### src/design/execPkg.sv
`default_nettype none

package execPkg;

	// --------------------
	// Encodings
	// --------------------

	typedef enum logic [3:0] {
		ADD = 4'd0,
		SUB = 4'd1,
		RSB = 4'd2, // Reverse subtract.
		AND = 4'd3,
		ORR = 4'd4,
		EOR = 4'd5,
		BIC = 4'd6, // A and not B.
		MOV = 4'd7,
		MUL = 4'd8,
		MLA = 4'd9  // Multiply plus third operand.
	} aluOp_e;

	typedef enum logic [3:0] {
		EQ = 4'd0,
		NE = 4'd1,
		CS = 4'd2,
		CC = 4'd3,
		MI = 4'd4,
		PL = 4'd5,
		VS = 4'd6,
		VC = 4'd7,
		HI = 4'd8,
		LS = 4'd9,
		GE = 4'd10,
		LT = 4'd11,
		GT = 4'd12,
		LE = 4'd13,
		AL = 4'd14
	} cond_e;

	typedef enum logic [1:0] {
		REG = 2'd0,
		WB  = 2'd1,
		MEM = 2'd2
	} fwdSel_e;

	// --------------------
	// Structs
	// --------------------

	typedef struct packed {
		logic n;
		logic z;
		logic c;
		logic v;
	} flags_t;

	typedef struct packed {
		logic       regWrite;
		logic       pcSrc;
		logic       branch;
		logic       memToReg;
		logic       flagWrite;
		logic       aluSrc;   // Select immediate for operand B.
		aluOp_e     aluOp;
		cond_e      cond;
		logic [3:0] wa3;
	} exCtrl_t;

	typedef struct packed {
		logic [31:0] aluResult;
		logic [31:0] writeData;
		logic [3:0]  wa3;
		logic        regWrite;
		logic        pcSrc;
		logic        memToReg;
	} memStage_t;

endpackage

`default_nettype wire

### src/design/alu.sv
`timescale 1ns/100ps
`default_nettype none

module alu (
	input  logic [31:0]     inputA,
	input  logic [31:0]     inputB,
	input  logic [31:0]     inputC,
	input  execPkg::aluOp_e aluOp,
	output logic [31:0]     result,
	output execPkg::flags_t aluFlags
);

	logic [31:0] addX;
	logic [31:0] addY;
	logic        carryIn;
	logic [32:0] sum;
	logic [31:0] product;
	logic [31:0] mulResult;
	logic        isArith;

	// --------------------
	// Adder operand setup
	// --------------------
	always_comb begin
		addX    = inputA;
		addY    = inputB;
		carryIn = 1'b0;
		case (aluOp)
			execPkg::SUB: begin
				addY    = ~inputB;    // A + ~B + 1.
				carryIn = 1'b1;
			end
			execPkg::RSB: begin
				addX    = inputB;     // B + ~A + 1.
				addY    = ~inputA;
				carryIn = 1'b1;
			end
			default: ;
		endcase
	end

	assign sum       = {1'b0, addX} + {1'b0, addY} + {32'd0, carryIn};
	assign product   = inputA * inputB;                // Low word only.
	assign mulResult = (aluOp == execPkg::MLA) ? product + inputC : product;
	assign isArith   = (aluOp == execPkg::ADD) || (aluOp == execPkg::SUB) ||
	                   (aluOp == execPkg::RSB);

	always_comb begin
		case (aluOp)
			execPkg::ADD,
			execPkg::SUB,
			execPkg::RSB: result = sum[31:0];
			execPkg::AND: result = inputA & inputB;
			execPkg::ORR: result = inputA | inputB;
			execPkg::EOR: result = inputA ^ inputB;
			execPkg::BIC: result = inputA & ~inputB;
			execPkg::MOV: result = inputB;
			execPkg::MUL,
			execPkg::MLA: result = mulResult;
			default:      result = 32'd0;
		endcase
	end

	// Carry is "no borrow" on subtraction since the adder inverts.
	assign aluFlags = '{
		n: result[31],
		z: (result == 32'd0),
		c: isArith & sum[32],
		v: isArith & (addX[31] == addY[31]) & (sum[31] != addX[31])
	};

endmodule

`default_nettype wire

### src/design/condUnit.sv
`timescale 1ns/100ps
`default_nettype none

module condUnit (
	input  logic            Clk,
	input  logic            reset,
	input  execPkg::flags_t aluFlags,
	input  execPkg::cond_e  cond,
	input  logic            flagWrite,
	output logic            condEx,
	output execPkg::flags_t flags
);

	// --------------------
	// NZCV register
	// --------------------
	always_ff @(posedge Clk) begin
		if (reset) begin
			flags <= '0;
		end else if (flagWrite && condEx) begin
			flags <= aluFlags;           // Only passing instructions update.
		end
	end

	// --------------------
	// Condition check
	// --------------------
	always_comb begin
		case (cond)
			execPkg::EQ: condEx = flags.z;
			execPkg::NE: condEx = !flags.z;
			execPkg::CS: condEx = flags.c;
			execPkg::CC: condEx = !flags.c;
			execPkg::MI: condEx = flags.n;
			execPkg::PL: condEx = !flags.n;
			execPkg::VS: condEx = flags.v;
			execPkg::VC: condEx = !flags.v;
			execPkg::HI: condEx = flags.c && !flags.z;
			execPkg::LS: condEx = !flags.c || flags.z;
			execPkg::GE: condEx = (flags.n == flags.v);
			execPkg::LT: condEx = (flags.n != flags.v);
			execPkg::GT: condEx = !flags.z && (flags.n == flags.v);
			execPkg::LE: condEx = flags.z || (flags.n != flags.v);
			default:     condEx = 1'b1;  // AL, and code 15 behaves the same.
		endcase
	end

	flagsClearAfterReset: assert property (
		@(posedge Clk) reset |=> (flags == 4'b0000)
	) else $error("condUnit: flags not cleared after reset");

endmodule

`default_nettype wire

### src/design/forwardUnit.sv
`timescale 1ns/100ps
`default_nettype none

module forwardUnit (
	input  logic               [3:0] ra1E,
	input  logic               [3:0] ra2E,
	input  execPkg::memStage_t       memStage,
	input  logic               [3:0] wa3W,
	input  logic                     regWriteW,
	output execPkg::fwdSel_e         forwardA,
	output execPkg::fwdSel_e         forwardB
);

	// Memory stage is newer than writeback, so it wins a tie.
	function automatic execPkg::fwdSel_e pickSource(
		input logic [3:0] srcReg,
		input logic [3:0] memWa3,
		input logic       memRegWrite,
		input logic [3:0] wbWa3,
		input logic       wbRegWrite
	);
		execPkg::fwdSel_e sel;
		if (memRegWrite && (memWa3 == srcReg)) begin
			sel = execPkg::MEM;
		end else if (wbRegWrite && (wbWa3 == srcReg)) begin
			sel = execPkg::WB;
		end else begin
			sel = execPkg::REG;
		end
		return sel;
	endfunction

	always_comb begin
		forwardA = pickSource(ra1E, memStage.wa3, memStage.regWrite, wa3W, regWriteW);
		forwardB = pickSource(ra2E, memStage.wa3, memStage.regWrite, wa3W, regWriteW);
	end

	// --------------------
	// Checks
	// --------------------
	always_comb begin
		selectsValid: assert ((forwardA != 2'b11) && (forwardB != 2'b11))
		else $error("forwardUnit: unused select encoding");
	end

endmodule

`default_nettype wire

### src/design/exMemPipe.sv
`timescale 1ns/100ps
`default_nettype none

module exMemPipe (
	input  logic               Clk,
	input  logic               reset,
	input  execPkg::memStage_t stageIn,
	output execPkg::memStage_t stageOut
);

	logic        regWriteQ;
	logic        pcSrcQ;
	logic        memToRegQ;
	logic [31:0] aluResultQ;
	logic [31:0] writeDataQ;
	logic [3:0]  wa3Q;

	// --------------------
	// Control bits
	// --------------------
	always_ff @(posedge Clk) begin
		if (reset) begin
			regWriteQ <= 1'b0;
			pcSrcQ    <= 1'b0;
			memToRegQ <= 1'b0;
		end else begin
			regWriteQ <= stageIn.regWrite;
			pcSrcQ    <= stageIn.pcSrc;
			memToRegQ <= stageIn.memToReg;
		end
	end

	// Data path.
	always_ff @(posedge Clk) begin
		aluResultQ <= stageIn.aluResult;
		writeDataQ <= stageIn.writeData;
		wa3Q       <= stageIn.wa3;
	end

	assign stageOut = '{
		aluResult: aluResultQ,
		writeData: writeDataQ,
		wa3:       wa3Q,
		regWrite:  regWriteQ,
		pcSrc:     pcSrcQ,
		memToReg:  memToRegQ
	};

	noWriteAfterReset: assert property (
		@(posedge Clk) reset |=> !stageOut.regWrite
	) else $error("exMemPipe: regWrite set after reset");

endmodule

`default_nettype wire

### src/design/execute.sv
`timescale 1ns/100ps
`default_nettype none

module execute (
	input  logic               Clk,
	input  logic               reset,
	input  execPkg::exCtrl_t   exCtrl,
	input  logic        [31:0] dataRegA,
	input  logic        [31:0] dataRegB,
	input  logic        [31:0] dataRegC,
	input  logic        [31:0] extImm,
	input  logic        [31:0] resultW,
	input  execPkg::fwdSel_e   forwardA,
	input  execPkg::fwdSel_e   forwardB,
	input  execPkg::memStage_t memStage,    // Registered stage, fed back.
	output execPkg::memStage_t memStageOut,
	output logic               branchTaken,
	output execPkg::flags_t    flags
);

	logic [31:0]        srcA;
	logic [31:0]        srcBFwd;
	logic [31:0]        srcB;
	logic [31:0]        aluResult;
	execPkg::flags_t    aluFlags;
	logic               condEx;
	execPkg::memStage_t stageIn;

	function automatic logic [31:0] selectOperand(
		input execPkg::fwdSel_e sel,
		input logic [31:0]      regData,
		input logic [31:0]      wbData,
		input logic [31:0]      memData
	);
		logic [31:0] operand;
		case (sel)
			execPkg::WB:  operand = wbData;
			execPkg::MEM: operand = memData;
			default:      operand = regData;
		endcase
		return operand;
	endfunction

	// --------------------
	// Operand muxes
	// --------------------
	assign srcA    = selectOperand(forwardA, dataRegA, resultW, memStage.aluResult);
	assign srcBFwd = selectOperand(forwardB, dataRegB, resultW, memStage.aluResult);
	assign srcB    = exCtrl.aluSrc ? extImm : srcBFwd;

	alu u_alu (
		.inputA   (srcA),
		.inputB   (srcB),
		.inputC   (dataRegC),
		.aluOp    (exCtrl.aluOp),
		.result   (aluResult),
		.aluFlags (aluFlags)
	);

	condUnit u_condUnit (
		.Clk       (Clk),
		.reset     (reset),
		.aluFlags  (aluFlags),
		.cond      (exCtrl.cond),
		.flagWrite (exCtrl.flagWrite),
		.condEx    (condEx),
		.flags     (flags)
	);

	// --------------------
	// Condition gating
	// --------------------
	assign branchTaken = exCtrl.branch & condEx;

	assign stageIn = '{
		aluResult: aluResult,
		writeData: srcBFwd,                    // Store data skips the immediate mux.
		wa3:       exCtrl.wa3,
		regWrite:  exCtrl.regWrite & condEx,
		pcSrc:     exCtrl.pcSrc & condEx,
		memToReg:  exCtrl.memToReg
	};

	exMemPipe u_exMemPipe (
		.Clk      (Clk),
		.reset    (reset),
		.stageIn  (stageIn),
		.stageOut (memStageOut)
	);

endmodule

`default_nettype wire

### src/design/executeTop.sv
`timescale 1ns/100ps
`default_nettype none

module executeTop (
	input  logic               Clk,
	input  logic               reset,
	input  execPkg::exCtrl_t   exCtrl,
	input  logic        [3:0]  ra1E,
	input  logic        [3:0]  ra2E,
	input  logic        [31:0] dataRegA,
	input  logic        [31:0] dataRegB,
	input  logic        [31:0] dataRegC,
	input  logic        [31:0] extImm,
	input  logic        [31:0] resultW,
	input  logic        [3:0]  wa3W,
	input  logic               regWriteW,
	output execPkg::memStage_t memStage,
	output logic               branchTaken,
	output execPkg::flags_t    flags
);

	execPkg::fwdSel_e forwardA;
	execPkg::fwdSel_e forwardB;

	forwardUnit u_forwardUnit (
		.ra1E      (ra1E),
		.ra2E      (ra2E),
		.memStage  (memStage),
		.wa3W      (wa3W),
		.regWriteW (regWriteW),
		.forwardA  (forwardA),
		.forwardB  (forwardB)
	);

	execute u_execute (
		.Clk         (Clk),
		.reset       (reset),
		.exCtrl      (exCtrl),
		.dataRegA    (dataRegA),
		.dataRegB    (dataRegB),
		.dataRegC    (dataRegC),
		.extImm      (extImm),
		.resultW     (resultW),
		.forwardA    (forwardA),
		.forwardB    (forwardB),
		.memStage    (memStage),    // Loop back for MEM forwarding.
		.memStageOut (memStage),
		.branchTaken (branchTaken),
		.flags       (flags)
	);

endmodule

`default_nettype wire

### config.mk
export PLATFORM = sky130hd
export DESIGN_NAME = executeTop
export DESIGN_NICKNAME = d
export VERILOG_FILES = /design/src/design/execPkg.sv /design/src/design/alu.sv /design/src/design/condUnit.sv /design/src/design/forwardUnit.sv /design/src/design/exMemPipe.sv /design/src/design/execute.sv /design/src/design/executeTop.sv
export SDC_FILE = /design/constraint.sdc
export NUM_CORES = 2
export LEC_CHECK = 0
export ABC_AREA = 1
export BUFFER_PORTS_ARGS = -buffer_cell sky130_fd_sc_hd__clkbuf_2
export CORE_MARGIN = 2
export CORE_UTILIZATION = 57
export CTS_CLUSTER_DIAMETER = 100
export DETAILED_ROUTE_END_ITERATION = 12
export HOLD_SLACK_MARGIN = 0.05
export PLACE_DENSITY = 0.77
export SKIP_LAST_GASP = 1
export SLEW_MARGIN = 20
export SYNTH_ARGS = -nofsm -noshare
export SYNTH_HDL_FRONTEND = slang
export SYNTH_SLANG_ARGS = --single-unit
export TNS_END_PERCENT = 50
### constraint.sdc
create_clock -name Clk -period 13.8 [get_ports Clk]
set_input_delay 2.07 -clock Clk [delete_from_list [all_inputs] [get_ports Clk]]
set_output_delay 2.07 -clock Clk [all_outputs]
set_load 0.005 [all_outputs]
==> results.ini <==
[status]
status = complete, no violations

[timing]
fmax_mhz = 76.0
rsz0062_at_grt = false
fin_skew_ns = 0.00836
finalSetupViolations = 0
fin_crit_ns = 13.15
max_slew_margin = 0.212
drv_slew = 0
tightest_slew_ns = 1.18
finalHoldViolCount = 0
finalCritPeriodShare = 0.953
tns_ns = 0

[global_routing]
grt_pass1_vias = 26400
grt_max_degree = 92
grt_util_all_layers = 0.473
grt_pass1_wl_um = 166000
antenna_found_initial = 3
overflow = 0

[clock_tree]
cts_tree = yes
htreeDepth = 3
cts_setup_buffers = 0
cts_buffers = 9
worstSkewPairLatency_ns = 0.36
ctsHoldBuffers = 0
path_clk_slew_ns = 0.06
cts_buffer_depth = 2
cts-root-buf = clkbuf_16
ctsResizeCount = 0
clock_sinks = 75

[yosys]
ys.flop_type = dfxtp_1
synth_top_family_by_area = adder cells
yosysWarnings = 0
ys_seq_area_frac = 0.0561
synth_compound_area_frac = 0.111
synth_area_leader_cell = fa_1
synth_xor_area_frac = 0.0223
synth-adder-area-share = 0.417
netlist_top_cells_count = nand2_1, inv_1, nor2_1, fa_1, ha_1
synth_edf_count = 0
synth-simple-area-share = 0.259
avgSynthCellArea_um2 = 7.02
muxShareOfSynthArea = 0
synth-seq-cells = 75
synth_cells = 3812
synth.most_common_cell = nand2_1
synth_nets = 4649
synth_top_area_frac = 0.308
netlist_area_um2 = 26700
ys_types = 57
async_flop_share = 0
synth_area_leaders = fa_1, nand2_1, ha_1

[worst_setup_path]
cp-end-kind = register
worstSetupPathType = primary input to register
critPathSlowestCell = nand2_1
cpPeakStageDelay_ns = 0.60
path_max_fanout = 29
crit_family = adder cells
path_common_cell = nand2_1
r2r_cells = 52
cp-start-kind = primary input
r2r_slack_ns = 2.07
critPathArrivalTime_ns = 13.40
path_buf_inv = 9
cp_data_required_time_ns = 14.05
timing.critical_path.depth = 53

[die]
core_area_um2 = 46500
die-area_um2 = 48700
pin_count = 269
initial_utilization = 0.576
rows = 79
chipWidth_um = 221
die_h_um = 221

[flow_run]
cap_violations = 0

[drt]
ant_nets = 0
viasPerCell = 5.94
first_pass_iters = 9
wl_per_cell_um = 24.6
vias = 27500
wirelength_um = 114000
drc = 0
drtIter0Drc = 3181

[min_path]
whs_path_depth = 2
hold_path.class = register to register

[final_layout]
area_growth_pct = 8.74
drive_above_1_share = 0.129
fill_cells = 4445
fin_nets = 4859
regArea_um2 = 1500
multi_input_area_um2 = 21700

[placed_design]
port_buffers = 268
hpwl_um = 92300
gp_congestion = 1.05

## worst register-to-register path, delay by kind of cell (launching register included)
| kind | cells | cell delay (ns) |
|---|---|---|
| XOR/XNOR | 1 | 0.49 |
| adder cells (fa/ha/maj) | 10 | 4.58 |
| flip-flops | 1 | 0.40 |
| AND/OR/NAND/NOR | 29 | 4.04 |
| buffers and inverters | 8 | 1.56 |
| AO/OA/AOI/OAI | 4 | 0.55 |
## registers in the layout, summed over array words and instances, names as in the netlist
register,flops
u_execute.u_exMemPipe.regWriteQ,1
u_execute.u_exMemPipe.aluResultQ,32
u_execute.u_exMemPipe.wa3Q,4
u_execute.u_exMemPipe.pcSrcQ,1
u_execute.u_exMemPipe.memToRegQ,1
u_execute.u_exMemPipe.writeDataQ,32
u_execute.u_condUnit.flags,4
## logic make-up (layout without fill, tap and decap cells)
logic type	after synthesis	in the layout
other cells	0	1
compound gates	488	488
buf+inv	921	1134
simple gates	1616	1616
xor+xnor	68	68
fa+ha+maj	644	644
flops	75	75
## metal layers
metal	global-route usage	routed length [um]	up-vias
met2	0.704	47500	2012
li1	-	-	12100
met5	0	14	-
met1	0.592	41200	12900
met3	0.134	15200	477
met4	0.334	9950	2
## cell type report
| class | instances | share of cell area |
|---|---|---|
| clock buffer | 9 | 0.00774 |
| sequential | 75 | 0.0516 |
| timing repair buffer | 345 | 0.0660 |
| tap | 607 | 0.0261 |
| antenna | 1 | 0.0000860 |
| clock inverter | 5 | 0.00357 |
| multi-input combinational | 2816 | 0.745 |
| inverter | 775 | 0.100 |
## path summary, 6_finish.rpt
check | from | to
worst max register to register | u_execute.u_exMemPipe.wa3Q[0] | u_execute.u_condUnit.flags[2]
worst min register to register | u_execute.u_condUnit.flags[0] | u_execute.u_condUnit.flags[0]
worst max-delay path | ra2E[0] | u_execute.u_condUnit.flags[2]
worst min-delay path | u_execute.u_condUnit.flags[0] | u_execute.u_condUnit.flags[0]
## cell usage in the layout, fill, tap and decap left out, types with 12 or more instances in the layout
cell / synthesis / routed
xor2_1: 41 / 41
nand2_2: 16 / 16
ha_1: 233 / 233
xnor2_1: 27 / 27
nor3_1: 21 / 19
nor2_2: 21 / 24
o21a_1: 13 / 13
dfxtp_1: 75 / 75
nand4_1: 31 / 31
fa_1: 411 / 411
nand3_1: 151 / 151
or2_2: 50 / 50
o211ai_1: 44 / 44
o21ai_0: 172 / 172
o21bai_1: 12 / 12
inv_2: 25 / 27
a21oi_1: 150 / 150
buf_4: 5 / 77
clkbuf_2: 0 / 268
nand3b_1: 31 / 31
o221ai_1: 23 / 23
nor2_1: 465 / 462
inv_1: 740 / 738
nand2_1: 796 / 796
## metrics by stage
stage                     instance area, um2   util  worst slack (ns)  hold slack (ns)  std cells
final                                  29100  0.626             0.649            0.525       4633
after global routing                   29100  0.626            0.0692            0.545       4632
after CTS                              29100  0.626             0.904            0.521       4632
after detailed placement               28800  0.619             0.565            0.510       4618
after global placement                 28800  0.619             0.623            0.518       4618
after floorplan                        26700      -              2.94            0.478       3812
Power is left out: the tool's default activity adds up to more than one toggle a clock period on the data nets, which glitch-free logic cannot reach.
